==> src/mem_pkg.sv <==
// Shared widths and types for the instruction and data cache subsystem
// Imported by the caches, the bus arbiter and the testbench

package mem_pkg;

  ////////////////////
  // Widths
  ////////////////////

  localparam int ADDR_WIDTH  = 32;  // Byte address
  localparam int DATA_WIDTH  = 64;  // One word, also one cache line
  localparam int OFFSET_BITS = 3;   // Byte offset inside a word

  ////////////////////
  // Types
  ////////////////////

  typedef logic [ADDR_WIDTH-1:0] addr_t;
  typedef logic [DATA_WIDTH-1:0] word_t;

  // Command on the external memory bus
  typedef enum logic [1:0] {
    BUS_NONE  = 2'd0,
    BUS_LOAD  = 2'd1,
    BUS_STORE = 2'd2
  } bus_cmd_e;

endpackage

==> src/cache_lines.sv <==
// Direct-mapped cache storage with one 64-bit word per line
// Combinational read with hit detect, one line write per cycle

`timescale 1ns/10ps

module cache_lines import mem_pkg::*; #(
  parameter int LINE_COUNT = 32
) (
  input  logic  clock,
  input  logic  rst,
  input  addr_t rd_addr,
  output logic  hit,
  output word_t rd_data,
  input  logic  wr_en,
  input  addr_t wr_addr,
  input  word_t wr_data
);

  localparam int INDEX_BITS = $clog2(LINE_COUNT);
  localparam int TAG_BITS   = ADDR_WIDTH - OFFSET_BITS - INDEX_BITS;

  typedef logic [INDEX_BITS-1:0] index_t;
  typedef logic [TAG_BITS-1:0]   tag_t;

  tag_t                  tags  [LINE_COUNT];
  word_t                 lines [LINE_COUNT];
  logic [LINE_COUNT-1:0] valid;

  index_t rd_index;
  index_t wr_index;
  tag_t   rd_tag;
  tag_t   wr_tag;

  // Address split, byte offset dropped
  assign rd_index = rd_addr[OFFSET_BITS +: INDEX_BITS];
  assign rd_tag   = rd_addr[ADDR_WIDTH-1 -: TAG_BITS];
  assign wr_index = wr_addr[OFFSET_BITS +: INDEX_BITS];
  assign wr_tag   = wr_addr[ADDR_WIDTH-1 -: TAG_BITS];

  assign hit     = valid[rd_index] && (tags[rd_index] == rd_tag);
  assign rd_data = lines[rd_index];

  always_ff @(posedge clock)
  begin
    if (rst)
      valid <= '0;           // Caches start empty
    else if (wr_en)
      valid[wr_index] <= 1'b1;
  end

  // Tag and data arrays
  always_ff @(posedge clock)
  begin
    if (wr_en)
    begin
      tags[wr_index]  <= wr_tag;
      lines[wr_index] <= wr_data;
    end
  end

endmodule

==> config.mk <==
export PLATFORM = sky130hd
export DESIGN_NAME = cache_lines
export DESIGN_NICKNAME = d
export VERILOG_FILES = /design/src/mem_pkg.sv /design/src/cache_lines.sv
export SDC_FILE = /design/constraint.sdc
export NUM_CORES = 2
export LEC_CHECK = 0
export ABC_AREA = 1
export BUFFER_PORTS_ARGS = -buffer_cell sky130_fd_sc_hd__buf_2
export CELL_PAD_IN_SITES_DETAIL_PLACEMENT = 1
export CELL_PAD_IN_SITES_GLOBAL_PLACEMENT = 2
export CORE_MARGIN = 5
export CORE_UTILIZATION = 45
export DETAILED_ROUTE_END_ITERATION = 10
export GPL_TIMING_DRIVEN = 0
export MAX_ROUTING_LAYER = met4
export PLACE_DENSITY = 0.87
export SLEW_MARGIN = 20
export SYNTH_ARGS = -nofsm -noshare
export SYNTH_HDL_FRONTEND = slang
export SYNTH_SLANG_ARGS = --single-unit
==> constraint.sdc <==
create_clock -name clock -period 6.5 [get_ports clock]
set_input_delay 0.325 -clock clock [delete_from_list [all_inputs] [get_ports clock]]
set_output_delay 0.325 -clock clock [all_outputs]
set_load 0.01 [all_outputs]
After elaboration in Yosys (flattened, before gate mapping)
Memory sizes are Yosys's and may differ from the RTL's.
Index checks and enable logic that the tools add are counted.
{"block": "classes", "addsub": 0, "n_mul": 0, "div_mod_pow": 0, "order_cmp": 3, "eq_ne": 1, "shifts": 0, "mux": 6, "n_bitwise": 1, "reduce_logical": 2}
{"cell": "$or 32x32->32", "n": 1}
{"cell": "$eq 24x24->1", "n": 1}
{"cell": "$lt 5x6->1 const B", "n": 2}
{"cell": "$bmux 1 s5", "n": 1}
{"cell": "$demux 1 s5", "n": 1}
{"cell": "$ge 5x1->1 const B", "n": 1}
{"cell": "$mux 1", "n": 4}
{"cell": "$logic_and 1x1->1", "n": 2}
{"block": "word_totals", "ff_bits": 32, "latchBits": 0, "ram_bits": 2816, "mem_bits_ro": 0, "in_bits": 131, "out_inout_bits": 65, "wordCells": 16, "n_memories": 2}
{"name": "lines", "depth": 32, "width": 64, "read_ports": 1, "rd_clocked_by_memory_dff": 0, "wr": 1, "line_no": "cache_lines.sv:26", "rtl": "word_t lines [LINE_COUNT];"}
{"name": "tags", "depth": 32, "width": 24, "read_ports": 1, "rd_clocked_by_memory_dff": 0, "wr": 1, "line_no": "cache_lines.sv:25", "rtl": "tag_t tags [LINE_COUNT];"}

Depth between registers and ports, before layout
{"block": "logic_depth", "depth_word": 5, "ltp_mapped": 19, "mapped_depth_nobuf": 16}

Worst setup path after synthesis
OpenSTA, ideal clock, no wires.
{"block": "synth_path", "path_kind": "input port to flip-flop", "from": "input port wr_en", "to": "memory lines[13][0] (netlist name) (enable)", "setup_ns": 0.536, "t_arrival_ns": 4.390, "required_ns": 5.964, "path_slack_ns": 1.574, "stages": 4, "path_buffers": 0, "cell_sequence": "inv_1 -> nor3_1 -> inv_1 -> nor2_1"}
{"block": "synth_via", "elab_chain_cells": 2}
{"item": "start, declared", "line_no": "cache_lines.sv:14", "rtl": "input logic wr_en,"}
{"item": "$mux 1", "line_no": "cache_lines.sv:54", "rtl": "if (wr_en)"}
{"item": "$mux 1 (not written as such)", "line_no": "cache_lines.sv:57", "rtl": "lines[wr_index] <= wr_data;"}
{"item": "end, declared", "line_no": "cache_lines.sv:26"}
Every way passes these cells.

Worst setup path after layout
{"block": "layout_path", "from": "input port rd_addr[5]", "to": "output port rd_data[15]"}
{"block": "layout_via", "elab_chain_cells": 1}
{"item": "start, declared", "line_no": "cache_lines.sv:11", "rtl": "input addr_t rd_addr,"}
{"item": "$mem_v2 32x64"}
{"item": "end, declared", "line_no": "cache_lines.sv:13", "rtl": "output word_t rd_data,"}
Every way passes these cells.

==> metrics.md <==
| Metric | Value |
|---|---|
| Clock skew | `0 ns` |
| Fmax | `0.194 GHz` |
| Clk network pwr share | `42.4%` |
| Fraction of layout cells with a size suffix above 1 | `12.6%` |
| Fin Hold WS | `0.0689 ns` |
| FF/Latch Area | `85200 µm²` |
| Post-Route WL | `503000 µm` |
| Setup TNS | `0 ns` |
| Core area | `249000 µm²` |
| Most common cell after layout, fill and taps aside | `edfxtp_1` |
| Top FF cell, synth | `edfxtp_1` |
| Initial antenna violation count | `48` |
| GRT Util Overall | `between 30% and 40%` |
| Quantity of I/O buffers inserted on ports | `184` |
| Psw | `0.0101 W` |
| Worst slew pin tran | `roughly 1.4 ns` |
| Final period utilization | `79.4%` |
| Worst VDD drop | `328 µV` |
| DP HPWL | `about 340000 µm` |
| Outcome | `finished with violations` |
| Comb power frac | `under 10%` |
| Multi-input logic area | `24000 µm²` |
| Max cap viols | `0` |
| Final core utilization | `53.7%` |
| Vias in the first global route | `around 88000` |
| Fill cells | `24700` |
| # IOs | `196` |
| Resize count post-CTS | `0` |
| Final GP Congestion | `about 0.93` |
| DIE WIDTH | `510 µm` |
| DRC errors left | `2` |
| Post-synthesis cell type count | `31` |
| Total CTS buffers | `roughly 320` |
| Detail Route Antenna Nets | `0` |
| Worst-Skew Late Latency | `0.94 ns` |
| Clock buffer depth | `4` |
| WP data arrival | `slightly below 5 ns` |
| Final setup vio count | `0` |
| # nets final | `9611` |
| Worst min path class | `in -> reg` |
| Slew margin rel. | `5.84%` |
| Synth warnings | `0` |
| Critical path type | `in -> out` |
| Mean Syn Cell Area | `13.0 µm²` |
| # rows | `183` |
| Clock slew at reported path FFs | `0.06 ns` |
| Internal Dissipation | `~0.031 W` |
| Global route overflow | `0` |
| Flop pwr share | `49.6%` |
| Crit path required time | `6.17 ns` |
| Pin count of the biggest net entering global routing | `33` |
| Critical path fanouts, max | `10` |
| Drt pass-1 iters | `9` |
| Die area | `260000 µm²` |
| Most frequent cells in the layout | `edfxtp_1 (2816), nor2_1 (1297), nand2_1 (1166)` |
| First-pass GRT wire length | `686000 µm` |
| Max Transition Viols Final | `0` |
| Leakage power | `roughly 45 nW` |
| Switching share of power | `24.6%` |
| Die Y | `slightly above 500 µm` |
| Wire per inst | `38.4 µm` |
| Initial DRC count | `14300` |
| Clk sinks | `2848` |
| Critical Path End Type | `output port` |
| RSZ-0062 raised after global routing | `no` |
| TritonCTS clock tree | `yes` |
| CTS HTree Levels | `5` |
| Initial Utilization | `45.2%` |
| Final Total Pwr | `0.0412 W` |
| Failing checks | `design-rule violations` |
| Syn nets | `just under 9000` |
| EDFF count, synth | `between 2000 and 3000` |
| Ys async rst share | `0%` |
| Final count of hold timing violations | `0` |
| Mapped Cells | `8661` |
| Startpoint types | `primary input` |
| Register area share after synthesis | `75.8%` |
| Period minus WS final | `5.16 ns` |
| Vias per inst | `6.69` |
| Post-Syn Area | `112000 µm²` |
| CTS root buf | `clkbuf_16` |
| Routed vias | `87600` |
| Yosys reg bits | `2848` |
| Area Growth Syn to Fin | `18.9%` |
| Pwr Density | `309 nW/µm²` |
==> power groups by stage <==
stage / combinational, W / clock (W) / sequential (W)
5_1_grt: 0.00331 / 0.0182 / 0.0205
4_1_cts: 0.00313 / 0.0174 / 0.0205
3_3_place_gp: 0.00284 / 0 / 0.0209
2_1_floorplan: 0.00132 / 0 / 0.0208
3_5_place_dp: 0.00304 / 0 / 0.0208
6_report: 0.00328 / 0.0175 / 0.0205
==> metal layers <==
metal  part of all wire [%]  vias to the layer above  global-route usage, %  wire length [µm]
li1                       -                    33700                      -                 -
met1                     33                    43600                   45.4            166000
met2                     45                     7834                   58.4            225000
met3                     13                     2429                   9.54             63400
met4                    9.6                        0                   29.7             48500
met5                      0                        -                      -                 0
==> logic make-up after synthesis <==
logic type      after synthesis  share of synthesized area [%]
compound gates             1898                           9.44
buf+inv                     662                           3.00
flops                      2848                           75.8
simple gates               3253                           11.7
==> layout make-up <==
class / instances / share of cell area [%]
antenna: 55 / 0.103
sequential: 2848 / 63.8
tap: 3330 / 3.12
timing repair buffer: 502 / 5.23
multi-input combinational: 5151 / 18.0
clock buffer: 390 / 6.24
buffer: 615 / 2.41
inverter: 47 / 0.134
clock inverter: 158 / 0.997
==> sequential cells by signal (all words and copies together), names as in the netlist <==
register  cells
lines      2048
tags        768
valid        32
==> cells in the mapped netlist, drive strengths merged, types with 6 or more instances <==
cell type,n,area (µm²)
nand3b,6,45.0
dfxtp,32,641
o22ai,484,3030
buf,371,2270
a21oi,43,215
o221ai,95,832
inv,47,179
o31ai,18,135
nor2,1329,4990
clkbuf,244,920
o21ai,1211,6060
nand3,739,3700
a31oi,28,175
nand2,1166,4380
edfxtp,2816,84600
nor3,12,60.1
==> worst max-delay path, stage by stage <==
cell     delay [ns]
buf_2          0.39
inv_2          0.67
buf_4          0.38
buf_2          0.49
buf_1          0.89
nor2_1         0.15
nor2_1         0.44
o21ai_0        0.28
a32oi_1        0.53
buf_2          0.23
==> metrics by stage <==
step                      cell area, µm²  std cells  setup WS, ns
after floorplan                   112000       8661          1.57
after global placement            117000      12200         -6.61
after detailed placement          123000      12400          1.66
after CTS                         133000      13000          1.61
after global routing              134000      13100          1.52
final                             134000      13100          1.34
==> worst paths after layout <==
kind / from / to / slack, ns / cells after the start
hold / removal: wr_data[41] / lines[29][41] / 0.07 / 1
hold reg to reg: valid[11] / valid[11] / 0.47 / 2
setup / recovery: rd_addr[5] / rd_data[15] / 1.34 / 10
setup reg to reg: valid[22] / valid[22] / 5.88 / 2
==> timing repair <==
item / in CTS / in global routing
endpoints found under the hold margin: 2614 / 0
hold buffers: 88 / 0
setup buffers: 0 / 0
No activity file was read; power rests on OpenSTA's default activity.
