**src/mem_pkg.sv**
```systemverilog
// Shared widths and types for the instruction and data cache subsystem
// Imported by the caches, the bus arbiter and the testbench

package mem_pkg;

  ////////////////////
  // Widths
  ////////////////////

  localparam int ADDR_WIDTH  = 32;  // Byte address
  localparam int DATA_WIDTH  = 64;  // One word, also one cache line
  localparam int OFFSET_BITS = 3;   // Byte offset inside a word

  ////////////////////
  // Types
  ////////////////////

  typedef logic [ADDR_WIDTH-1:0] addr_t;
  typedef logic [DATA_WIDTH-1:0] word_t;

  // Command on the external memory bus
  typedef enum logic [1:0] {
    BUS_NONE  = 2'd0,
    BUS_LOAD  = 2'd1,
    BUS_STORE = 2'd2
  } bus_cmd_e;

endpackage

```
**src/mem_bus_if.sv**
```systemverilog
// Request and response path between one cache controller and the bus arbiter
// One instance per cache; the cache takes the client side

`timescale 1ns/10ps

interface mem_bus_if import mem_pkg::*; ();

  logic     req_valid;   // From the cache
  bus_cmd_e cmd;
  addr_t    addr;
  word_t    wdata;

  logic     req_ready;   // From the arbiter
  logic     resp_valid;
  word_t    rdata;

  modport client (
    output req_valid, cmd, addr, wdata,
    input  req_ready, resp_valid, rdata
  );

  modport arbiter (
    input  req_valid, cmd, addr, wdata,
    output req_ready, resp_valid, rdata
  );

endinterface

```
**src/icache_ctrl.sv**
```systemverilog
// Read-only instruction cache controller
// Hits answer one cycle after the fetch, misses load the line over the bus

`timescale 1ns/10ps

module icache_ctrl import mem_pkg::*; #(
  parameter int LINE_COUNT = 32
) (
  input  logic      clock,
  input  logic      rst,
  input  logic      fetch_valid,
  output logic      fetch_ready,
  input  addr_t     fetch_addr,
  output logic      fetch_resp_valid,
  output word_t     fetch_data,
  output addr_t     lines_rd_addr,
  input  logic      lines_hit,
  input  word_t     lines_rd_data,
  output logic      lines_wr_en,
  output addr_t     lines_wr_addr,
  output word_t     lines_wr_data,
  mem_bus_if.client bus
);

  localparam int INDEX_BITS = $clog2(LINE_COUNT);
  localparam int TAG_BITS   = ADDR_WIDTH - OFFSET_BITS - INDEX_BITS;

  typedef enum logic [1:0] {IDLE, REQUEST, WAIT_FILL} state_e;

  state_e                state;
  logic [INDEX_BITS-1:0] miss_index;
  logic [TAG_BITS-1:0]   miss_tag;
  addr_t                 miss_addr;
  logic                  accept;

  assign fetch_ready = (state == IDLE);
  assign accept      = fetch_valid && fetch_ready;
  assign miss_addr   = {miss_tag, miss_index, {OFFSET_BITS{1'b0}}};  // Word aligned

  assign lines_rd_addr = fetch_addr;
  assign lines_wr_en   = (state == WAIT_FILL) && bus.resp_valid;  // Fill on return
  assign lines_wr_addr = miss_addr;
  assign lines_wr_data = bus.rdata;

  assign bus.req_valid = (state == REQUEST);
  assign bus.cmd       = (state == REQUEST) ? BUS_LOAD : BUS_NONE;
  assign bus.addr      = miss_addr;
  assign bus.wdata     = '0;

  ////////////////////
  // Miss FSM
  ////////////////////

  always_ff @(posedge clock)
  begin
    if (rst)
    begin
      state            <= IDLE;
      fetch_resp_valid <= 1'b0;
    end
    else
    begin
      fetch_resp_valid <= 1'b0;
      case (state)
        IDLE:
          if (accept)
          begin
            if (lines_hit)
              fetch_resp_valid <= 1'b1;
            else
              state <= REQUEST;
          end
        REQUEST:
          if (bus.req_ready)
            state <= WAIT_FILL;
        WAIT_FILL:
          if (bus.resp_valid)
          begin
            fetch_resp_valid <= 1'b1;
            state            <= IDLE;
          end
        default:
          state <= IDLE;
      endcase
    end
  end

  // Miss address and response word
  always_ff @(posedge clock)
  begin
    if (accept)
    begin
      miss_tag   <= fetch_addr[ADDR_WIDTH-1 -: TAG_BITS];
      miss_index <= fetch_addr[OFFSET_BITS +: INDEX_BITS];
    end
    if (accept && lines_hit)
      fetch_data <= lines_rd_data;
    else if (lines_wr_en)
      fetch_data <= bus.rdata;   // Returned word goes straight out
  end

endmodule

```
**src/flat_wrapper.sv**
```systemverilog
// flat-port wrapper written by rule: the top's interface ports become plain ports
module icache_ctrl_flat import mem_pkg::*;
#(
  parameter int LINE_COUNT = 32
)
  (clock, rst, fetch_valid, fetch_ready, fetch_addr, fetch_resp_valid, fetch_data, lines_rd_addr, lines_hit, lines_rd_data, lines_wr_en, lines_wr_addr, lines_wr_data, bus_req_valid, bus_cmd, bus_addr, bus_wdata, bus_req_ready, bus_resp_valid, bus_rdata);
  mem_bus_if bus_i ();
  input  logic clock;
  input  logic rst;
  input  logic fetch_valid;
  output logic fetch_ready;
  input  addr_t fetch_addr;
  output logic fetch_resp_valid;
  output word_t fetch_data;
  output addr_t lines_rd_addr;
  input  logic lines_hit;
  input  word_t lines_rd_data;
  output logic lines_wr_en;
  output addr_t lines_wr_addr;
  output word_t lines_wr_data;
  output wire logic [$bits(bus_i.req_valid)-1:0] bus_req_valid;
  output wire logic [$bits(bus_i.cmd)-1:0] bus_cmd;
  output wire logic [$bits(bus_i.addr)-1:0] bus_addr;
  output wire logic [$bits(bus_i.wdata)-1:0] bus_wdata;
  input wire logic [$bits(bus_i.req_ready)-1:0] bus_req_ready;
  input wire logic [$bits(bus_i.resp_valid)-1:0] bus_resp_valid;
  input wire logic [$bits(bus_i.rdata)-1:0] bus_rdata;
  assign bus_req_valid = bus_i.req_valid;
  assign bus_cmd = bus_i.cmd;
  assign bus_addr = bus_i.addr;
  assign bus_wdata = bus_i.wdata;
  assign bus_i.req_ready = bus_req_ready;
  assign bus_i.resp_valid = bus_resp_valid;
  assign bus_i.rdata = bus_rdata;
  icache_ctrl #(.LINE_COUNT(LINE_COUNT)) u_core (.clock(clock), .rst(rst), .fetch_valid(fetch_valid), .fetch_ready(fetch_ready), .fetch_addr(fetch_addr), .fetch_resp_valid(fetch_resp_valid), .fetch_data(fetch_data), .lines_rd_addr(lines_rd_addr), .lines_hit(lines_hit), .lines_rd_data(lines_rd_data), .lines_wr_en(lines_wr_en), .lines_wr_addr(lines_wr_addr), .lines_wr_data(lines_wr_data), .bus(bus_i));
endmodule
```
**config.mk**
```make
export PLATFORM = sky130hd
export DESIGN_NAME = icache_ctrl_flat
export DESIGN_NICKNAME = d
export VERILOG_FILES = /design/src/mem_pkg.sv /design/src/mem_bus_if.sv /design/src/icache_ctrl.sv /design/src/flat_wrapper.sv
export SDC_FILE = /design/constraint.sdc
export NUM_CORES = 1
export LEC_CHECK = 0
export BUFFER_PORTS_ARGS = -buffer_cell sky130_fd_sc_hd__clkbuf_2
export CAP_MARGIN = 40
export CELL_PAD_IN_SITES_DETAIL_PLACEMENT = 1
export CELL_PAD_IN_SITES_GLOBAL_PLACEMENT = 1
export CORE_AREA = 2 2 179 181
export DETAILED_ROUTE_END_ITERATION = 16
export DIE_AREA = 0 0 181 183
export PLACE_DENSITY = 0.57
export SETUP_SLACK_MARGIN = 0.1
export SYNTH_ARGS = -nofsm -noshare
export SYNTH_HDL_FRONTEND = slang
export SYNTH_SLANG_ARGS = --single-unit
```
**constraint.sdc**
```tcl
create_clock -name clock -period 3.7 [get_ports clock]
set_input_delay 0.185 -clock clock [delete_from_list [all_inputs] [get_ports clock]]
set_output_delay 0.185 -clock clock [all_outputs]
set_load 0.01 [all_outputs]
```
# After elaboration in Yosys (flattened, before gate mapping)
# Cells that the tools add are included.
# totals
ram_bits	0
latchBits	0
memories	0
rom_bits	0
inputBits	166
ff_bits	96
# classes
n_reduce_logical	6
multipliers	0
add_sub_neg	0
eq_ne	6
muxes	12
bitwise_logic	0
order_cmp	0
div_mod_pow	0
n_shift	0
# op_table
operator	n
two-way mux 64 bit	2
two-way mux 2 bit	4
!= test 2 bit (second input constant)	3
case mux 2 bit (3 select lines)	1
two-way mux 1 bit	4
AND reduction 4 bit	1
logical AND 1 bit	3
== test 2 x 1 -> 1 bit (second input constant)	1
== test 2 bit (second input constant)	1
zero test 2 bit	1
!= test 2 x 1 -> 1 bit (second input constant)	1
case mux 1 bit (2 select lines)	1
nonzero test 2 bit	1

# Depth between registers and ports, before layout
# depth
depth_word	4
ltp_mapped	4

# Worst setup path after synthesis
# OpenSTA, ideal clock, no wires.
# synth_path
path_type	register to register
startpoint	register u_core.state[0]
endpoint	register u_core.fetch_data[0] (enable)
n_path_buf	2
path_slack_ns	1.015
t_arrival_ns	2.261
stages_incl_launch_ff	5
synth_period_minus_slack_ns	2.685
cell_sequence	dfxtp_1 > nand4bb_4 > buf_6 > buf_6 > nand2_1
# synth_between
elab_chain_cells	4
elab_cells_between_ends	6
cone_classes	1 x eq/ne; 5 x reduce/logical
# synth_lines
element	line_no	source
start: declaration	icache_ctrl.sv:30	state_e state;
start signal: assignment	icache_ctrl.sv:58	state <= IDLE;
start signal: assignment	icache_ctrl.sv:71	state <= REQUEST;
start signal: assignment	icache_ctrl.sv:75	state <= WAIT_FILL;
zero test 2 bit	icache_ctrl.sv:36	assign fetch_ready = (state == IDLE);
logical AND 1 bit	icache_ctrl.sv:37	assign accept = fetch_valid && fetch_ready;
logical AND 1 bit	icache_ctrl.sv:96	if (accept && lines_hit)
nonzero test 2 bit (no line) (*)	--	
end signal: assignment	icache_ctrl.sv:97	fetch_data <= lines_rd_data;
end signal: assignment	icache_ctrl.sv:99	fetch_data <= bus.rdata;
end: declaration	icache_ctrl.sv:15	output word_t fetch_data,
# Every way passes the cells marked *; elsewhere a longest branch is shown, timed or not.
# A chain may end at the register's enable or synchronous reset.

# Worst setup path in the final report
# layout_path
startpoint	register u_core.state[0]
endpoint	register u_core.fetch_data[0] (data pin)
# layout_between
elab_chain_cells	4
# layout_lines
element	line_no
zero test 2 bit	icache_ctrl.sv:36
logical AND 1 bit	icache_ctrl.sv:37
logical AND 1 bit	icache_ctrl.sv:96
two-way mux 64 bit	icache_ctrl.sv:96
# No other way between the ends.

==> key figures <==
Routing
  • DRC: 0
  • Total Wirelength: about 16000 microns
  • Number of nets still failing antenna checks after routing: 0
  • Via count: between 3k and 4k
  • Drt pass-1 iters: 4
  • Vias per cell: between 3 and 4
  • Avg WL per Cell: between 15 and 20 microns
  • Initial DRC count: 90

Power
  • Leak pwr: 3.41 nW
  • Pwr Total: 2.82 mW
  • Pwr dens: just over 400 mW/mm^2
  • VDD IR max: approximately 0.17 mV

Timing
  • Normalized max-slew margin: 49.9%
  • Worst Clk Skew: between 7 and 8 ps
  • Period Utilization, post-route: between 40% and 50%
  • Clock period minus worst slack: 1750 ps
  • Slew Limit Fails: 0
  • Endpoints failing setup: 0
  • Setup TNS Final: 0 ps
  • Worst-Margin Slew: 751 ps
  • Fmax: 571 MHz
  • Final hold vios: 0
  • Final setup margin: approximately 1900 ps
  • RSZ-0062 raised after global routing: no
  • Post-Route Hold Slack: 22.7 ps

CTS
  • CTS tree: built
  • Setup Buffers After CTS: 0
  • Sink Count: 96
  • H-tree depth: 3
  • CTS Buf Count: 9
  • Root Buffer Master: clkbuf_16
  • Worst-path clk slew: approximately 70 ps
  • Clock Latency Late Sink: approximately 350 ps
  • Clock buffer depth: 2

GRT
  • Tot GR Track Use: under 10%
  • Initial antenna violation count: 0
  • Pin count of the biggest net entering global routing: 66
  • First-pass GRT wire length: approximately 21000 microns
  • Overflow left after global routing: 0
  • Number of global-route vias before repair: between 3k and 4k

Die
  • Die outline width: approximately 180 microns
  • Number of top-level pins: 460
  • Cell row count: 65
  • Die height: around 180 microns
  • Core Box Area: approximately 0.031 sq mm
  • Die area: around 0.033 sq mm
  • Initial Util: 17.2%

Layout
  • Share of cells above drive strength 1: 72.2%
  • Ant diodes: 0
  • Nets@finish: 811
  • Fillers: 3604
  • Area delta synth->final: 28.7%
  • Non-filler cells, final: between 1k and 1.5k

Critical path
  • Critical path type: reg -> reg
  • Crit end category: register
  • CP Data Arrival Time: 1850 ps
  • Top delay family on crit path: flip-flops
  • Slowest CP cell: dfxtp_1
  • Worst path cell trace: nand4bb_4 -> buf_12 -> mux2_2
  • WP data required: between 3000 and 4000 ps
  • CP Launch Type: register
  • CP max stage delay: about 430 ps
  • Buf/Inv on CP: 1
  • Crit path max fanout: 65

Place
  • IO buf count: approximately 380
  • Pre-CTS setup slack: ~2000 ps
  • Dpl cells: 1031
  • Detailed placement HPWL: roughly 13000 microns
  • Final RePlAce weighted congestion: 0.715

Synth
  • Syn Area/Cell: ~14 sq um
  • Largest cells by area after synthesis: edfxtp_1 (52%), buf_4 (28%), mux2_4 (11%)
  • Syn Std Cell Area: 0.00537 sq mm
  • Top cell type's share of synthesized area: between 50% and 60%
  • Synth Flop Type: edfxtp_1
  • Register bit total from synthesis: 96
  • Most frequent cell after synthesis: buf_4
  • Asr flop ratio synth: 0%
  • Leading area contributor after synthesis: edfxtp_1
  • Post-synth top cells: buf_4 (197), edfxtp_1 (93), mux2_4 (38), mux2_2 (26), buf_6 (5)
  • Synth Warn #: 0
  • Cells after synthesis: between 300 and 400
  • Number of distinct library cells after synthesis: 19
  • Sequential area share after synthesis: around 53%
  • Post-synth EDFFs: just over 90

Flow run
  • Max-cap violations: 0

Run status
  • Status: finished, final reports clean

Hold path
  • Hold Path Class: in -> reg
## path summary, 6_finish.rpt
check	start	endpoint	slack (ps)	cells after the start
min	fetch_addr[19]	u_core.miss_tag[11]$_DFFE_PP_	20	1
max	u_core.state[0]$_SDFFE_PP0P_	u_core.fetch_data[0]$_DFFE_PP_	1950	3
max reg2reg	u_core.state[0]$_SDFFE_PP0P_	u_core.fetch_data[0]$_DFFE_PP_	1950	3
min reg2reg	u_core.state[1]$_SDFFE_PP0P_	u_core.state[0]$_SDFFE_PP0P_	540	1
## logic make-up after synthesis
| group | after synthesis | synth area share, % |
|---|---|---|
| other cells | 1 | 0.0698 |
| simple gates | 10 | 1.61 |
| buf+inv | 205 | 28.8 |
| flops | 96 | 53.1 |
| mux | 64 | 16.1 |
| compound gates | 3 | 0.326 |
## per-stage QoR
stage	utilization [%]	area (sq um)
detailed placement	21.0	6560
global route	22.1	6920
CTS	22.1	6920
floorplan	-	5640
finish	22.1	6920
global placement	20.9	6530
## power breakdown
part	internal, mW	switching (mW)
Combinational	0.236	0.277
Sequential	1.28	0.0271
Clock	0.548	0.449
## sequential cells by signal (all words and copies together), names as in the netlist
| name | count |
|---|---|
| u_core.state | 2 |
| u_core.fetch_data | 64 |
| u_core.fetch_resp_valid | 1 |
| u_core.miss_index | 5 |
| u_core.miss_tag | 24 |
## final cells by class
class | instances | area, sq um | area share (%)
Tap cell | 402 | 503 | 7.27
Inverter | 1 | 3.75 | 0.0543
Multi-Input combinational cell | 148 | 1240 | 18.0
Timing Repair Buffer | 389 | 2010 | 29.1
Clock inverter | 6 | 66.3 | 0.959
Clock buffer | 10 | 239 | 3.46
Sequential cell | 96 | 2850 | 41.2
## repair_timing
action / 4_1_cts / 5_1_grt
endpoints found under the setup margin: 0 / 0
hold buffers: 5 / 0
hold endpoints to repair: 5 / 0
resized for setup: 0 / 0
## layer usage
metal	track usage [%]	routed length, microns	up-vias
met5	0	0	-
met4	2.63	160	0
met3	3.83	1730	8
met2	16.8	8440	266
met1	9.26	5570	1604
li1	-	-	1576
## placed cells by master, fill, tap and decap left out, drive strengths merged
cell type,Yosys,layout
bufinv,0,1
nand2,1,1
nand2b,1,1
inv,1,3
nor2,1,1
a211oi,1,1
conb,1,71
nand4bb,1,1
a21oi,2,2
and2,1,1
buf,204,2
clkbuf,0,392
edfxtp,93,93
dlygate4sd3,0,5
or3b,2,2
nor2b,1,1
mux2,64,64
nand3b,2,2
clkinv,0,3
dfxtp,3,3
Note: power is estimated with default switching activity, not from simulation.
