File: src/mem_pkg.sv
// Shared widths and types for the instruction and data cache subsystem
// Imported by the caches, the bus arbiter and the testbench

package mem_pkg;

  ////////////////////
  // Widths
  ////////////////////

  localparam int ADDR_WIDTH  = 32;  // Byte address
  localparam int DATA_WIDTH  = 64;  // One word, also one cache line
  localparam int OFFSET_BITS = 3;   // Byte offset inside a word

  ////////////////////
  // Types
  ////////////////////

  typedef logic [ADDR_WIDTH-1:0] addr_t;
  typedef logic [DATA_WIDTH-1:0] word_t;

  // Command on the external memory bus
  typedef enum logic [1:0] {
    BUS_NONE  = 2'd0,
    BUS_LOAD  = 2'd1,
    BUS_STORE = 2'd2
  } bus_cmd_e;

endpackage

File: src/mem_bus_if.sv
// Request and response path between one cache controller and the bus arbiter
// One instance per cache; the cache takes the client side

`timescale 1ns/10ps

interface mem_bus_if import mem_pkg::*; ();

  logic     req_valid;   // From the cache
  bus_cmd_e cmd;
  addr_t    addr;
  word_t    wdata;

  logic     req_ready;   // From the arbiter
  logic     resp_valid;
  word_t    rdata;

  modport client (
    output req_valid, cmd, addr, wdata,
    input  req_ready, resp_valid, rdata
  );

  modport arbiter (
    input  req_valid, cmd, addr, wdata,
    output req_ready, resp_valid, rdata
  );

endinterface

File: src/dcache_ctrl.sv
// Write-through data cache controller for loads and stores
// Load misses allocate, stores update on hit only and always go to memory

`timescale 1ns/10ps

module dcache_ctrl import mem_pkg::*; #(
  parameter int LINE_COUNT = 32
) (
  input  logic      clock,
  input  logic      rst,
  input  logic      data_valid,
  output logic      data_ready,
  input  logic      data_write,
  input  addr_t     data_addr,
  input  word_t     data_wdata,
  output logic      data_resp_valid,
  output word_t     data_rdata,
  output addr_t     lines_rd_addr,
  input  logic      lines_hit,
  input  word_t     lines_rd_data,
  output logic      lines_wr_en,
  output addr_t     lines_wr_addr,
  output word_t     lines_wr_data,
  mem_bus_if.client bus
);

  localparam int INDEX_BITS = $clog2(LINE_COUNT);
  localparam int TAG_BITS   = ADDR_WIDTH - OFFSET_BITS - INDEX_BITS;

  typedef enum logic [2:0] {
    IDLE,
    LOAD_REQ,
    LOAD_WAIT,
    STORE_REQ,
    STORE_WAIT
  } state_e;

  state_e                state;
  logic [INDEX_BITS-1:0] req_index;
  logic [TAG_BITS-1:0]   req_tag;
  addr_t                 req_addr;
  word_t                 req_wdata;
  logic                  accept;
  logic                  load_hit;
  logic                  store_hit;
  logic                  fill;

  assign data_ready = (state == IDLE);
  assign accept     = data_valid && data_ready;
  assign load_hit   = accept && !data_write && lines_hit;
  assign store_hit  = accept && data_write && lines_hit;
  assign fill       = (state == LOAD_WAIT) && bus.resp_valid;
  assign req_addr   = {req_tag, req_index, {OFFSET_BITS{1'b0}}};

  // Store hit writes at acceptance, load fill writes on return
  assign lines_rd_addr = data_addr;
  assign lines_wr_en   = store_hit || fill;
  assign lines_wr_addr = store_hit ? data_addr : req_addr;
  assign lines_wr_data = store_hit ? data_wdata : bus.rdata;

  assign bus.req_valid = (state == LOAD_REQ) || (state == STORE_REQ);
  assign bus.addr      = req_addr;
  assign bus.wdata     = req_wdata;

  always_comb
  begin
    case (state)
      LOAD_REQ:  bus.cmd = BUS_LOAD;
      STORE_REQ: bus.cmd = BUS_STORE;
      default:   bus.cmd = BUS_NONE;
    endcase
  end

  ////////////////////
  // Access FSM
  ////////////////////

  always_ff @(posedge clock)
  begin
    if (rst)
    begin
      state           <= IDLE;
      data_resp_valid <= 1'b0;
    end
    else
    begin
      data_resp_valid <= 1'b0;
      case (state)
        IDLE:
          if (accept)
          begin
            if (data_write)
              state <= STORE_REQ;        // Write-through, every store
            else if (lines_hit)
              data_resp_valid <= 1'b1;
            else
              state <= LOAD_REQ;
          end
        LOAD_REQ:
          if (bus.req_ready)
            state <= LOAD_WAIT;
        LOAD_WAIT:
          if (bus.resp_valid)
          begin
            data_resp_valid <= 1'b1;
            state           <= IDLE;
          end
        STORE_REQ:
          if (bus.req_ready)
            state <= STORE_WAIT;
        STORE_WAIT:
          if (bus.resp_valid)
            state <= IDLE;               // No response to the client
        default:
          state <= IDLE;
      endcase
    end
  end

  always_ff @(posedge clock)
  begin
    if (accept)
    begin
      req_tag   <= data_addr[ADDR_WIDTH-1 -: TAG_BITS];
      req_index <= data_addr[OFFSET_BITS +: INDEX_BITS];
      req_wdata <= data_wdata;
    end
    if (load_hit)
      data_rdata <= lines_rd_data;
    else if (fill)
      data_rdata <= bus.rdata;
  end

endmodule

File: src/flat_wrapper.sv
// flat-port wrapper written by rule: the top's interface ports become plain ports
module dcache_ctrl_flat import mem_pkg::*;
#(
  parameter int LINE_COUNT = 32
)
  (clock, rst, data_valid, data_ready, data_write, data_addr, data_wdata, data_resp_valid, data_rdata, lines_rd_addr, lines_hit, lines_rd_data, lines_wr_en, lines_wr_addr, lines_wr_data, bus_req_valid, bus_cmd, bus_addr, bus_wdata, bus_req_ready, bus_resp_valid, bus_rdata);
  mem_bus_if bus_i ();
  input  logic clock;
  input  logic rst;
  input  logic data_valid;
  output logic data_ready;
  input  logic data_write;
  input  addr_t data_addr;
  input  word_t data_wdata;
  output logic data_resp_valid;
  output word_t data_rdata;
  output addr_t lines_rd_addr;
  input  logic lines_hit;
  input  word_t lines_rd_data;
  output logic lines_wr_en;
  output addr_t lines_wr_addr;
  output word_t lines_wr_data;
  output wire logic [$bits(bus_i.req_valid)-1:0] bus_req_valid;
  output wire logic [$bits(bus_i.cmd)-1:0] bus_cmd;
  output wire logic [$bits(bus_i.addr)-1:0] bus_addr;
  output wire logic [$bits(bus_i.wdata)-1:0] bus_wdata;
  input wire logic [$bits(bus_i.req_ready)-1:0] bus_req_ready;
  input wire logic [$bits(bus_i.resp_valid)-1:0] bus_resp_valid;
  input wire logic [$bits(bus_i.rdata)-1:0] bus_rdata;
  assign bus_req_valid = bus_i.req_valid;
  assign bus_cmd = bus_i.cmd;
  assign bus_addr = bus_i.addr;
  assign bus_wdata = bus_i.wdata;
  assign bus_i.req_ready = bus_req_ready;
  assign bus_i.resp_valid = bus_resp_valid;
  assign bus_i.rdata = bus_rdata;
  dcache_ctrl #(.LINE_COUNT(LINE_COUNT)) u_core (.clock(clock), .rst(rst), .data_valid(data_valid), .data_ready(data_ready), .data_write(data_write), .data_addr(data_addr), .data_wdata(data_wdata), .data_resp_valid(data_resp_valid), .data_rdata(data_rdata), .lines_rd_addr(lines_rd_addr), .lines_hit(lines_hit), .lines_rd_data(lines_rd_data), .lines_wr_en(lines_wr_en), .lines_wr_addr(lines_wr_addr), .lines_wr_data(lines_wr_data), .bus(bus_i));
endmodule
File: config.mk
export PLATFORM = sky130hd
export DESIGN_NAME = dcache_ctrl_flat
export DESIGN_NICKNAME = d
export VERILOG_FILES = /design/src/mem_pkg.sv /design/src/mem_bus_if.sv /design/src/dcache_ctrl.sv /design/src/flat_wrapper.sv
export SDC_FILE = /design/constraint.sdc
export NUM_CORES = 1
export LEC_CHECK = 0
export ABC_AREA = 1
export BUFFER_PORTS_ARGS = -buffer_cell sky130_fd_sc_hd__buf_4
export CELL_PAD_IN_SITES_DETAIL_PLACEMENT = 1
export CELL_PAD_IN_SITES_GLOBAL_PLACEMENT = 1
export CORE_AREA = 2 2 203 205
export CTS_BUF_LIST = sky130_fd_sc_hd__clkbuf_16
export CTS_CLUSTER_DIAMETER = 120
export DETAILED_ROUTE_END_ITERATION = 10
export DIE_AREA = 0 0 205 207
export HOLD_SLACK_MARGIN = 0.06
export PLACE_DENSITY = 0.55
export SLEW_MARGIN = 20
export SYNTH_ARGS = -nofsm -noshare
export SYNTH_HDL_FRONTEND = slang
export SYNTH_SLANG_ARGS = --single-unit
File: constraint.sdc
create_clock -name clock -period 4.65 [get_ports clock]
set_input_delay 1.1625 -clock clock [delete_from_list [all_inputs] [get_ports clock]]
set_output_delay 1.1625 -clock clock [all_outputs]
set_load 0.01 [all_outputs]
Word-level counts from Yosys, hierarchy flattened

Cells that the tools add are included.
W data, S select, Z words.

Bits in registers: 161
Output and inout bits: 294
Input bits: 231

Reductions and logical operators: 13
Multiplexer cells: 17
Equal/unequal tests: 9

Operators with widths:

| cell                 | number |
|---|---|
| $mux W64             | 3 |
| $mux W32             | 1 |
| $mux W3              | 6 |
| $pmux W3 S4          | 1 |
| $eq A3 B2 Y1 const B | 2 |
| $logic_and A1 B1 Y1  | 6 |
| $ne A2 B2 Y1 const B | 3 |
| $reduce_and A5 Y1    | 1 |
| $mux W1              | 4 |
| $pmux W2 S2          | 1 |
| $eq A3 B1 Y1 const B | 1 |
| $eq A3 B3 Y1 const B | 1 |
| $logic_not A3 Y1     | 1 |
| $ne A3 B3 Y1 const B | 1 |
| $logic_or A1 B1 Y1   | 2 |
| $ne A2 B1 Y1 const B | 1 |
| $pmux W1 S2          | 1 |
| $reduce_bool A2 Y1   | 1 |
| $reduce_or A2 Y1     | 1 |
| $logic_not A1 Y1     | 1 |

Longest topological paths before layout

Depth after elaboration: 5
Mapped depth: 9
Mapped depth without buffers: 8

Worst setup path before layout

Ideal clock, no wire load.

Path kind: input to output
Start: input data_valid
End: output lines_wr_data[0]
Arrival: 3.535 ns
Stages: 6
Path buffers: 2
Path slack: -0.047 ns
Data required time: 3.488 ns
Cell sequence: inv_1 nor2_4 nand3_4 buf_6 buf_6 a21oi_1

Word-level cells in the longest chain between the ends: 4

RTL lines:

| item                              | RTL line           | text |
|---|---|---|
| start, declared                   | flat_wrapper.sv:10 | `input logic data_valid;` |
| $logic_and A1 B1 Y1               | dcache_ctrl.sv:49  | `assign accept = data_valid && data_ready;` |
| net u_core.accept                 | dcache_ctrl.sv:43  | `logic accept;` |
| $logic_and A1 B1 Y1 (2 in series) | dcache_ctrl.sv:51  | `assign store_hit = accept && data_write && lines_hit;` |
| $mux W64                          | dcache_ctrl.sv:59  | `assign lines_wr_data = store_hit ? data_wdata : bus.rdata;` |
| end, declared                     | flat_wrapper.sv:22 | `output word_t lines_wr_data;` |

The timed path passes the listed nets, and every way through them passes these cells.

Final worst setup path

Start: input data_valid
End: output lines_wr_addr[22]

Word-level cells in the longest chain between the ends: 4

RTL lines:

| item                              | RTL line           | text |
|---|---|---|
| $logic_and A1 B1 Y1               | dcache_ctrl.sv:49  |  |
| net u_core.accept                 | dcache_ctrl.sv:43  |  |
| $logic_and A1 B1 Y1 (2 in series) | dcache_ctrl.sv:51  |  |
| $mux W32                          | dcache_ctrl.sv:58  | `assign lines_wr_addr = store_hit ? data_addr : req_addr;` |
| end, declared                     | flat_wrapper.sv:21 | `output addr_t lines_wr_addr;` |

The timed path passes the listed nets, and every way through them passes these cells.

==> flow_metrics.tcl <==
set metrics [dict create \
    status "completed" \
    wl_per_cell_microns 17.5 \
    path_max_fanout 115 \
    cp_top_family "buffers and inverters" \
    rsz0062_at_grt "no" \
    end_kind "primary output" \
    cts_made_buffers 17 \
    drtAntennaViolNets 0 \
    crit_top_cell "buf_4" \
    vias_per_cell 3.85 \
    syn_area_per_cell_sq_um 10.4 \
    cts-resized-gates 0 \
    cts_setup_buffers 0 \
    cts_hold_buf 0 \
    critPathKind "in -> out" \
    io_buffers 521 \
    ys_seq_area_share_pct 66.1 \
    place.gp.congestion 0.840 \
    firstDrtPassIters 4 \
    dr.first_iter.drc_count 310 \
    start_util_pct 18.0 \
    yosysWarnings 0 \
    first_global_vias 6709 \
    yosysTopAreaCellShare_pct 65.0 \
    dpl.hpwl_microns 23400 \
    synth_edf_count 157 \
    track_usage_pct 13.7 \
    yosysTopAreaCell "edfxtp_1" \
    cap_violations 0 \
    place_area_sq_um 11500 \
    clock.fmax_mhz 275 \
    cp.arrival_ns 2.48 \
    powerDensity_nw_per_um2 455 \
    slowest_stage "o21ai_0" \
    worst_pin_slew_ns 0.755 \
    maxSlewViolCount 0 \
    syn_area_sq_um 7250 \
    synth.ff_latch_count 161 \
    cts_tree "built" \
    die_h_microns 207 \
    cts_sinks 161 \
    cts-root-buf "clkbuf_16" \
    wl_microns 30000 \
    die_width_microns 205 \
    design_area_sq_um 12100 \
    critical_path_required_ns 3.49 \
    dr_total_vias 6615 \
    synth_async_sr_flop_share_pct 0 \
    yosysMostFrequentCell "edfxtp_1" \
    clock-skew-final_ns 0.0129 \
    diodes 0 \
    period_share_pct 78.3 \
    gr-total-overflow 0 \
    netlist_top_cells_count "157 x edfxtp_1, 108 x nand2_1, 106 x inv_1, 85 x o21ai_0, 78 x nor2_1" \
    clock_latency_ns 0.43 \
    drc 0 \
    fin_nets 1403 \
    area_growth_pct 66.2 \
    path_cells "buf_4 > inv_1 > nor2_4 > nand3_4 > buf_12 > o21ai_0 > buf_4" \
    hold_viol_final 0 \
    ys_top_cells_by_area "edfxtp_1 65%, o21ai_0 5.9%, nand2_1 5.6%" \
    fin_setup_tns_ns 0 \
    grt_start_max_net_pins 129 \
    core_sq_um 40400 \
    ys.flop_type "edfxtp_1" \
    synthCells 695 \
    min_path_type "reg -> reg" \
    netlist-cell-type-count 21 \
    cp_num_buf_inv 4 \
    io_pins 525 \
    htree_num_levels 4 \
    grt_pass1_wl_microns 43100 \
    cpPeakStageDelay_ns 0.44 \
    maxSlewHeadroom_pct 49.7 \
    drive_gt1_share_pct 47.4 \
    num_rows 74 \
    clock_path_buffers 2 \
    die_area_sq_um 42400 \
    setup_viol 0 \
    finalPower_mw 5.49 \
    total_leakage_power_nw 5.55 \
    vdd_drop_max_mv 0.235 \
    fin_crit_ns 3.64 \
    cts.clk_slew.worst_paths_ns 0.06 \
    cp-start-kind "primary input" \
    antenna_found_initial 1 \
]
==> power breakdown <==
group | internal (mW) | total [mW] | switching (mW)
Clock | 0.843 | 1.45 | 0.612
Sequential | 2.04 | 2.15 | 0.116
Combinational | 0.816 | 1.88 | 1.07
==> metal layers <==
layer  up-vias  part of all wire, %  track usage [%]
met3        11                  6.7             3.68
met5         -                    0                0
li1       3209                    -                -
met2       254                   53             25.0
met1      3141                   40             15.8
met4         0                  1.0             3.20
==> cells in the final DEF (no fill, tap or decap), types with 2 or more instances in the layout <==
cell type / count
a21oi_1: 66
buf_12: 3
buf_4: 523
bufinv_16: 3
clkbuf_16: 17
clkinv_2: 3
clkinv_4: 2
clkinvlp_4: 2
conb_1: 3
dfxtp_1: 4
edfxtp_1: 157
inv_1: 108
nand2_1: 107
nand3_1: 4
nor2_1: 78
o21ai_0: 85
o21ai_1: 9
==> state kept, by name (all words and copies together), names as in the netlist <==
signal and cells:
u_core.state 3, u_core.req_tag 24, u_core.req_index 5, u_core.bus.wdata 64, u_core.data_resp_valid 1, u_core.data_rdata 64
==> logic make-up (layout without fill, tap and decap cells) <==
group	count (synthesis)	count (layout)	share of synthesized area [%]
flip-flops	161	161	66.1
other	1	3	0.0517
AO/OA/AOI/OAI	161	161	11.1
buffers and inverters	177	665	12.1
AND/OR/NAND/NOR	195	195	10.6
==> area by class of cell <==
| cell class | count | area, sq um |
|---|---|---|
| Fill cell | 4762 | 28300 |
| Sequential cell | 161 | 4790 |
| Timing Repair Buffer | 526 | 3990 |
| Multi-Input combinational cell | 359 | 1610 |
| Tap cell | 532 | 666 |
| Clock buffer | 17 | 425 |
| Inverter | 107 | 402 |
| Clock inverter | 15 | 169 |
==> path summary, 6_finish.rpt <==
| kind | startpoint | endpoint | slack [ns] | cells after the start |
|---|---|---|---|---|
| max | data_valid | lines_wr_addr[22] | 1.01 | 7 |
| min | u_core.state[2] | u_core.state[2] | 0.53 | 2 |
| max reg2reg | u_core.state[2] | u_core.bus.wdata[22] | 2.21 | 5 |
| min reg2reg | u_core.state[2] | u_core.state[2] | 0.53 | 2 |
==> per-stage QoR <==
| step | std cells | util [%] | hold slack, ns | setup slack [ns] |
|---|---|---|---|---|
| floorplan | 697 | - | 0.498 | 0.00929 |
| global placement | 1685 | 28.4 | 0.526 | 0.943 |
| detailed placement | 1685 | 28.4 | 0.522 | 0.948 |
| CTS | 1717 | 29.8 | 0.531 | 0.936 |
| global route | 1717 | 29.9 | 0.552 | 0.897 |
| finish | 1717 | 29.9 | 0.528 | 1.01 |
==> worst reg2reg max path, delay by kind of cell (launching register included) <==
kind | cells | cell delay, ns
buffers and inverters | 2 | 1.25
and+or+nand+nor | 3 | 0.42
DFF | 1 | 0.34
Note: power is estimated with default switching activity, not from simulation.
