--- src/mem_pkg.sv ---
// Shared widths and types for the instruction and data cache subsystem
// Imported by the caches, the bus arbiter and the testbench

package mem_pkg;

  ////////////////////
  // Widths
  ////////////////////

  localparam int ADDR_WIDTH  = 32;  // Byte address
  localparam int DATA_WIDTH  = 64;  // One word, also one cache line
  localparam int OFFSET_BITS = 3;   // Byte offset inside a word

  ////////////////////
  // Types
  ////////////////////

  typedef logic [ADDR_WIDTH-1:0] addr_t;
  typedef logic [DATA_WIDTH-1:0] word_t;

  // Command on the external memory bus
  typedef enum logic [1:0] {
    BUS_NONE  = 2'd0,
    BUS_LOAD  = 2'd1,
    BUS_STORE = 2'd2
  } bus_cmd_e;

endpackage

--- src/mem_bus_if.sv ---
// Request and response path between one cache controller and the bus arbiter
// One instance per cache; the cache takes the client side

`timescale 1ns/10ps

interface mem_bus_if import mem_pkg::*; ();

  logic     req_valid;   // From the cache
  bus_cmd_e cmd;
  addr_t    addr;
  word_t    wdata;

  logic     req_ready;   // From the arbiter
  logic     resp_valid;
  word_t    rdata;

  modport client (
    output req_valid, cmd, addr, wdata,
    input  req_ready, resp_valid, rdata
  );

  modport arbiter (
    input  req_valid, cmd, addr, wdata,
    output req_ready, resp_valid, rdata
  );

endinterface

--- src/bus_arbiter.sv ---
// Shares the external memory bus between the instruction and data caches
// Data side wins when both ask; the owner holds the bus until its response

`timescale 1ns/10ps

module bus_arbiter import mem_pkg::*; (
  input  logic       clock,
  input  logic       rst,
  mem_bus_if.arbiter i_bus,
  mem_bus_if.arbiter d_bus,
  output logic       mem_req_valid,
  input  logic       mem_req_ready,
  output bus_cmd_e   mem_command,
  output addr_t      mem_addr,
  output word_t      mem_wdata,
  input  logic       mem_resp_valid,
  input  word_t      mem_rdata
);

  typedef enum logic [1:0] {OWN_NONE, OWN_I, OWN_D} owner_e;

  owner_e owner;
  logic   sel_d;
  logic   sel_i;

  // Grant is combinational when free, no added cycle
  assign sel_d = (owner == OWN_D) || ((owner == OWN_NONE) && d_bus.req_valid);
  assign sel_i = (owner == OWN_I) ||
                 ((owner == OWN_NONE) && !d_bus.req_valid && i_bus.req_valid);

  always_comb
  begin
    mem_req_valid = 1'b0;
    mem_command   = BUS_NONE;
    mem_addr      = '0;
    mem_wdata     = '0;
    if (sel_d)
    begin
      mem_req_valid = d_bus.req_valid;
      mem_command   = d_bus.cmd;
      mem_addr      = d_bus.addr;
      mem_wdata     = d_bus.wdata;
    end
    else if (sel_i)
    begin
      mem_req_valid = i_bus.req_valid;
      mem_command   = i_bus.cmd;
      mem_addr      = i_bus.addr;
      mem_wdata     = i_bus.wdata;
    end
  end

  assign d_bus.req_ready  = sel_d && mem_req_ready;
  assign i_bus.req_ready  = sel_i && mem_req_ready;
  assign d_bus.resp_valid = (owner == OWN_D) && mem_resp_valid;  // Owner only
  assign i_bus.resp_valid = (owner == OWN_I) && mem_resp_valid;
  assign d_bus.rdata      = mem_rdata;
  assign i_bus.rdata      = mem_rdata;

  // Owner held from grant through the memory response
  always_ff @(posedge clock)
  begin
    if (rst)
      owner <= OWN_NONE;
    else
    begin
      case (owner)
        OWN_NONE:
          if (d_bus.req_valid)
            owner <= OWN_D;
          else if (i_bus.req_valid)
            owner <= OWN_I;
        default:
          if (mem_resp_valid)
            owner <= OWN_NONE;
      endcase
    end
  end

endmodule

--- src/flat_wrapper.sv ---
// flat-port wrapper written by rule: the top's interface ports become plain ports
module bus_arbiter_flat import mem_pkg::*;
  (clock, rst, mem_req_valid, mem_req_ready, mem_command, mem_addr, mem_wdata, mem_resp_valid, mem_rdata, i_bus_req_valid, i_bus_cmd, i_bus_addr, i_bus_wdata, i_bus_req_ready, i_bus_resp_valid, i_bus_rdata, d_bus_req_valid, d_bus_cmd, d_bus_addr, d_bus_wdata, d_bus_req_ready, d_bus_resp_valid, d_bus_rdata);
  mem_bus_if i_bus_i ();
  mem_bus_if d_bus_i ();
  input  logic clock;
  input  logic rst;
  output logic mem_req_valid;
  input  logic mem_req_ready;
  output bus_cmd_e mem_command;
  output addr_t mem_addr;
  output word_t mem_wdata;
  input  logic mem_resp_valid;
  input  word_t mem_rdata;
  input wire logic [$bits(i_bus_i.req_valid)-1:0] i_bus_req_valid;
  input wire logic [$bits(i_bus_i.cmd)-1:0] i_bus_cmd;
  input wire logic [$bits(i_bus_i.addr)-1:0] i_bus_addr;
  input wire logic [$bits(i_bus_i.wdata)-1:0] i_bus_wdata;
  output wire logic [$bits(i_bus_i.req_ready)-1:0] i_bus_req_ready;
  output wire logic [$bits(i_bus_i.resp_valid)-1:0] i_bus_resp_valid;
  output wire logic [$bits(i_bus_i.rdata)-1:0] i_bus_rdata;
  input wire logic [$bits(d_bus_i.req_valid)-1:0] d_bus_req_valid;
  input wire logic [$bits(d_bus_i.cmd)-1:0] d_bus_cmd;
  input wire logic [$bits(d_bus_i.addr)-1:0] d_bus_addr;
  input wire logic [$bits(d_bus_i.wdata)-1:0] d_bus_wdata;
  output wire logic [$bits(d_bus_i.req_ready)-1:0] d_bus_req_ready;
  output wire logic [$bits(d_bus_i.resp_valid)-1:0] d_bus_resp_valid;
  output wire logic [$bits(d_bus_i.rdata)-1:0] d_bus_rdata;
  assign i_bus_i.req_valid = i_bus_req_valid;
  assign i_bus_i.cmd = i_bus_cmd;
  assign i_bus_i.addr = i_bus_addr;
  assign i_bus_i.wdata = i_bus_wdata;
  assign i_bus_req_ready = i_bus_i.req_ready;
  assign i_bus_resp_valid = i_bus_i.resp_valid;
  assign i_bus_rdata = i_bus_i.rdata;
  assign d_bus_i.req_valid = d_bus_req_valid;
  assign d_bus_i.cmd = d_bus_cmd;
  assign d_bus_i.addr = d_bus_addr;
  assign d_bus_i.wdata = d_bus_wdata;
  assign d_bus_req_ready = d_bus_i.req_ready;
  assign d_bus_resp_valid = d_bus_i.resp_valid;
  assign d_bus_rdata = d_bus_i.rdata;
  bus_arbiter u_core (.clock(clock), .rst(rst), .i_bus(i_bus_i), .d_bus(d_bus_i), .mem_req_valid(mem_req_valid), .mem_req_ready(mem_req_ready), .mem_command(mem_command), .mem_addr(mem_addr), .mem_wdata(mem_wdata), .mem_resp_valid(mem_resp_valid), .mem_rdata(mem_rdata));
endmodule
--- config.mk ---
export PLATFORM = sky130hd
export DESIGN_NAME = bus_arbiter_flat
export DESIGN_NICKNAME = d
export VERILOG_FILES = /design/src/mem_pkg.sv /design/src/mem_bus_if.sv /design/src/bus_arbiter.sv /design/src/flat_wrapper.sv
export SDC_FILE = /design/constraint.sdc
export NUM_CORES = 1
export LEC_CHECK = 0
export ABC_AREA = 1
export BUFFER_PORTS_ARGS = -buffer_cell sky130_fd_sc_hd__clkbuf_2
export CAP_MARGIN = 10
export CORE_AREA = 2 2 195 197
export DETAILED_ROUTE_END_ITERATION = 10
export DIE_AREA = 0 0 197 199
export PLACE_DENSITY_LB_ADDON = 0.25
export SLEW_MARGIN = 10
export SYNTH_ARGS = -nofsm -noshare
export SYNTH_HDL_FRONTEND = slang
export SYNTH_SLANG_ARGS = --single-unit
--- constraint.sdc ---
create_clock -name clock -period 1.6 [get_ports clock]
set_input_delay 0.32 -clock clock [delete_from_list [all_inputs] [get_ports clock]]
set_output_delay 0.32 -clock clock [all_outputs]
set_load 0.01 [all_outputs]
# After elaboration in Yosys (flattened, before gate mapping)
# Cells that the tools add are included.
dict set report op_classes {
  magnitude_cmp 0
  n_mux 12
  div 0
  n_shift 0
  n_addsub 0
  n_reduce_logical 13
  bitwise 0
  mul 0
  eq_ne 3
}
# op count
set ops {}
lappend ops {{2-to-1 mux 64 bit} 2}
lappend ops {{2-to-1 mux 32 bit} 2}
lappend ops {{2-to-1 mux 2 bit} 6}
lappend ops {{logical AND 1 bit} 7}
lappend ops {{inequality test 3 bit (second input constant)} 1}
lappend ops {{equality test 2 x 1 -> 1 bit (second input constant)} 1}
lappend ops {{equality test 2 bit (second input constant)} 1}
lappend ops {{logical NOT 2 bit} 1}
lappend ops {{logical OR 1 bit} 2}
lappend ops {{2-to-1 mux 1 bit} 2}
lappend ops {{AND reduction 2 bit} 1}
lappend ops {{nonzero test 2 bit} 1}
lappend ops {{logical NOT 1 bit} 1}
dict set report word_totals {
  wordCells 29
  memories 0
  ram_bits 0
  register_bits 2
  latch_bits 0
  romBits 0
}

# Longest topological paths before layout
dict set report depth {
  word_depth 6
  depth_mapped 8
  ltp_nobuf 5
}

# Worst setup path after synthesis
# No wires, ideal clock.
dict set report synth_path {
  kind {register to output}
  start {reg u_core.owner[1]}
  end {out mem_wdata[53]}
  arrival_ps 1177
  path_stages_with_launch 9
  required_time_ps 1280
  path_buffers 3
  slack_ps 103
  path_cell_list {dfxtp_1 buf_2 nor2_2 nand3_1 o21ai_2 buf_6 buf_6 nand2_1 nand2_1}
}
dict set report synth_between {
  elab_chain_len 6
  word_cells_on_any_way 10
  classes_between {eq/ne (2); mux (2); reduce/logical (6)}
}
# item line
set synth_rtl {}
lappend synth_rtl {{from (decl)} bus_arbiter.sv:22} ;# owner_e owner;
lappend synth_rtl {{from (signal assigned)} bus_arbiter.sv:64} ;# owner <= OWN_NONE;
lappend synth_rtl {{from (signal assigned)} bus_arbiter.sv:70} ;# owner <= OWN_D;
lappend synth_rtl {{from (signal assigned)} bus_arbiter.sv:72} ;# owner <= OWN_I;
lappend synth_rtl {{logical NOT 2 bit} {bus_arbiter.sv:27, bus_arbiter.sv:29}}
lappend synth_rtl {{logical AND 1 bit (2 in series)} bus_arbiter.sv:29} ;# ((owner == OWN_NONE) && !d_bus.req_valid && i_bus.req_valid);
lappend synth_rtl {{logical OR 1 bit} bus_arbiter.sv:28} ;# assign sel_i = (owner == OWN_I) ||
lappend synth_rtl {{2-to-1 mux 64 bit} bus_arbiter.sv:44} ;# else if (sel_i)
lappend synth_rtl {{2-to-1 mux 64 bit *} bus_arbiter.sv:37} ;# if (sel_d)
lappend synth_rtl {{to (decl)} flat_wrapper.sv:12} ;# output word_t mem_wdata;
# Every way passes the cells marked *; elsewhere a longest branch is shown, timed or not.

# Worst setup path after layout
dict set report layout_path {
  start {reg u_core.owner[1]}
  end {out mem_addr[25]}
}
dict set report layout_between {
  elab_chain_len 6
  word_cells_on_any_way 10
  classes_between {eq/ne (2); mux (2); reduce/logical (6)}
}
# item line
set layout_rtl {}
lappend layout_rtl {{logical NOT 2 bit} {bus_arbiter.sv:27, bus_arbiter.sv:29}}
lappend layout_rtl {{logical AND 1 bit (2 in series)} bus_arbiter.sv:29}
lappend layout_rtl {{logical OR 1 bit} bus_arbiter.sv:28}
lappend layout_rtl {{2-to-1 mux 32 bit} bus_arbiter.sv:44}
lappend layout_rtl {{2-to-1 mux 32 bit *} bus_arbiter.sv:37}
lappend layout_rtl {{to (decl)} flat_wrapper.sv:11} ;# output addr_t mem_addr;
# Marks and branches as above.

==> reports/results.ini <==
[outcome]
status = finished, violations left
violations = setup timing

[logic_synthesis]
synthSimpleGateAreaFrac_pct = 49.4
ys_seq_area_share_pct = 1.71
synth_top_family_by_area = simple AND/OR/NAND/NOR gates
synthAdderAreaFrac_pct = 0
synth_edf_count = 0
synth.area.top_cells = nand2_1 (48%), buf_4 (42%), buf_2 (3.4%)
synthDistinctLibCells = 16
yosysMostFrequentCell = nand2_1
synth_top_area_share_pct = 47.7
synthesis.nets = 735
synthTopCellsByCount = nand2_1 (298), buf_4 (130), buf_2 (16), inv_1 (5)
syn_area_per_cell_um2 = 5.00
synthMuxAreaShare_pct = 0
synthesis.area_um2 = 2350
ys.flop_type = dfxtp_1
async_flop_share_pct = 0
yosys.area.top_type = nand2_1
synth_compound_area_share_pct = 1.49
synth_xor_area_share_pct = 0
ys_ff_latch = 2
ys_warn_count = 0
syn-instance-count = 469

[timing]
period_share_pct = 122
finalMaxSlewViolations = 0
fin_ws_ns = -0.346
fmax_ghz = 0.514
rsz0062_at_grt = true
min_period_ns = 1.95
max_slew_margin_pct = 85.2
worstMarginPinSlew_ns = 0.220
clock_skew_ns = 0.000759
finalSetupViolCount = 100
finalHoldViolations = 0
setup-tns-final_ns = -29.25

[routing]
routed_via_density = 2.96
drt.antenna.violating_nets = 0
drt-total-wl_um = 15600
vias = 3380
dr.pass1.iters = 4
drtIter0Drc = 85
wl_per_cell_um = 13.6
drcViolationCount = 0

[global_routing]
antenna_found_initial = 1
grt_overflow = 0
grtUsageTotal_pct = 6.88
grt_max_degree = 46
grt_pass1_vias = 3082
grt_pass1_wl_um = 19000

[power]
p_total_uw = 2480
leakage_uw = 0.00271
power_density_nw_per_um2 = 550
vdd_ir_drop_max_v = 0.000224

[clocking]
cts_tree = done
h-tree-depth = 1
clock_latency_ns = 0.22
cts_buffers = 3
clk_pin_slew_ns = 0.03
cts.sinks = 2
root_buffer = clkbuf_16
ctsLongestPathBuffers = 2

[critical_path]
crit_top_cell = buf_12
cp_slowest_cell = dfxtp_4
slowest_delay_ns = 0.34
startpoint = u_core.owner[1]$_SDFFE_PP0P_
crit_chain = nor2_4, nand3_2, o21ai_4, buf_12, buf_12, buf_12, clkbuf_16, nand2_2, nand2_1, buf_2
path_class = register to output port
cp.arrival_ns = 1.63
cp.required_ns = 1.28
cp_max_fo = 6
cp-start-kind = register
r2r_start = u_core.owner[0]$_SDFFE_PP0P_
cp-end-kind = output port

[die]
die_w_um = 197
die_y_um = 199
rows = 71
start_util_pct = 6.32
io_pins = 497
core_area_um2 = 37100
dieArea_um2 = 39200

[layout]
top_regs = u_core.owner (2)
syn2layout_area_growth_pct = 92.1
largest_reg_flops = 2
design_area_um2 = 4510
regMostFlops = u_core.owner
drive_above_1_share_pct = 62.0
final_nets = 936
fin_util_pct = 12.1

[min_path]
hp-class = input port to register
min_from = rst

[place]
hpwl_um = 10300
portBuffers = 304
gp_congestion = 0.779
place_area_um2 = 3520

[run]
maxCapViolCount = 0

==> where the power goes <==
| part | switching (µW) | internal (µW) |
|---|---|---|
| combinational | 1040 | 1010 |
| sequential | 6.00 | 53.7 |
| clock | 59.0 | 318 |
| total | 1100 | 1380 |
==> timing repair <==
item                                    4_1_cts  5_1_grt
pin swaps                                     3        6
endpoints found under the setup margin      101      101
gates cloned                                 12        3
resized for setup                            45      150
setup buffers                                16        3
hold buffers                                  0        0
==> worst max-delay path, delay by kind of cell (launching register included) <==
kind | cells | cell delay (ns)
DFF | 1 | 0.34
AOI/OAI and AO/OA | 1 | 0.10
and+or+nand+nor | 4 | 0.31
buffers and inverters | 5 | 0.65
==> worst paths after layout <==
path,to,slack (ns),cells past startpoint
setup / recovery,mem_addr[25],-0.35,10
hold / removal,u_core.owner[1]$_SDFFE_PP0P_,0.28,2
setup reg to reg,u_core.owner[0]$_SDFFE_PP0P_,0.48,7
hold reg to reg,u_core.owner[0]$_SDFFE_PP0P_,0.53,2
==> placed cells by master (no fill, tap or decap) <==
cell type    n
clkbuf_16    6
o21ai_4      1
diode_2      1
nand3_1      2
buf_8        1
nor3_1       1
o22ai_1      1
nand2_1    240
buf_2       72
clkbuf_2   224
buf_4       11
nand2_2     45
buf_16      13
inv_1        5
a21oi_1      2
a21oi_2      1
buf_6       13
nand2_4     12
buf_12       8
o21ai_0      1
nand2_8      2
inv_2        1
nand3_2      1
dfxtp_4      2
nor2_4       1
nor2_1       2
==> stage by stage <==
| step | setup WS [ns] | hold WS, ns | std cells |
|---|---|---|---|
| finish | -0.346 | 0.281 | 1143 |
| global placement | -0.124 | 0.507 | 1109 |
| floorplan | 0.103 | 0.389 | 469 |
| CTS | -0.342 | 0.284 | 1140 |
| detailed placement | -0.137 | 0.524 | 1109 |
| global route | -0.415 | 0.301 | 1142 |
==> layout make-up <==
type | instances | area (µm²)
Tap cell | 474 | 593
Clock buffer | 3 | 75.1
Antenna cell | 1 | 2.50
Sequential cell | 2 | 47.5
Fill cell | 4433 | 32600
Multi-Input combinational cell | 312 | 1450
Inverter | 6 | 22.5
Timing Repair Buffer | 345 | 2320
==> logic make-up after synthesis <==
kind of cell,count (synthesis)
DFF,2
AOI/OAI and AO/OA,6
buffers and inverters,155
and+or+nand+nor,306
==> layer usage <==
metal / up-vias / wire length (µm) / GRT usage (%)
met1: 1401 / 5630 / 7.06
met4: 0 / 812 / 4.12
met5: - / 0 / 0
met3: 72 / 1800 / 3.29
li1: 1673 / - / -
met2: 234 / 7340 / 11.4
No activity file was read; power rests on OpenSTA's default activity.
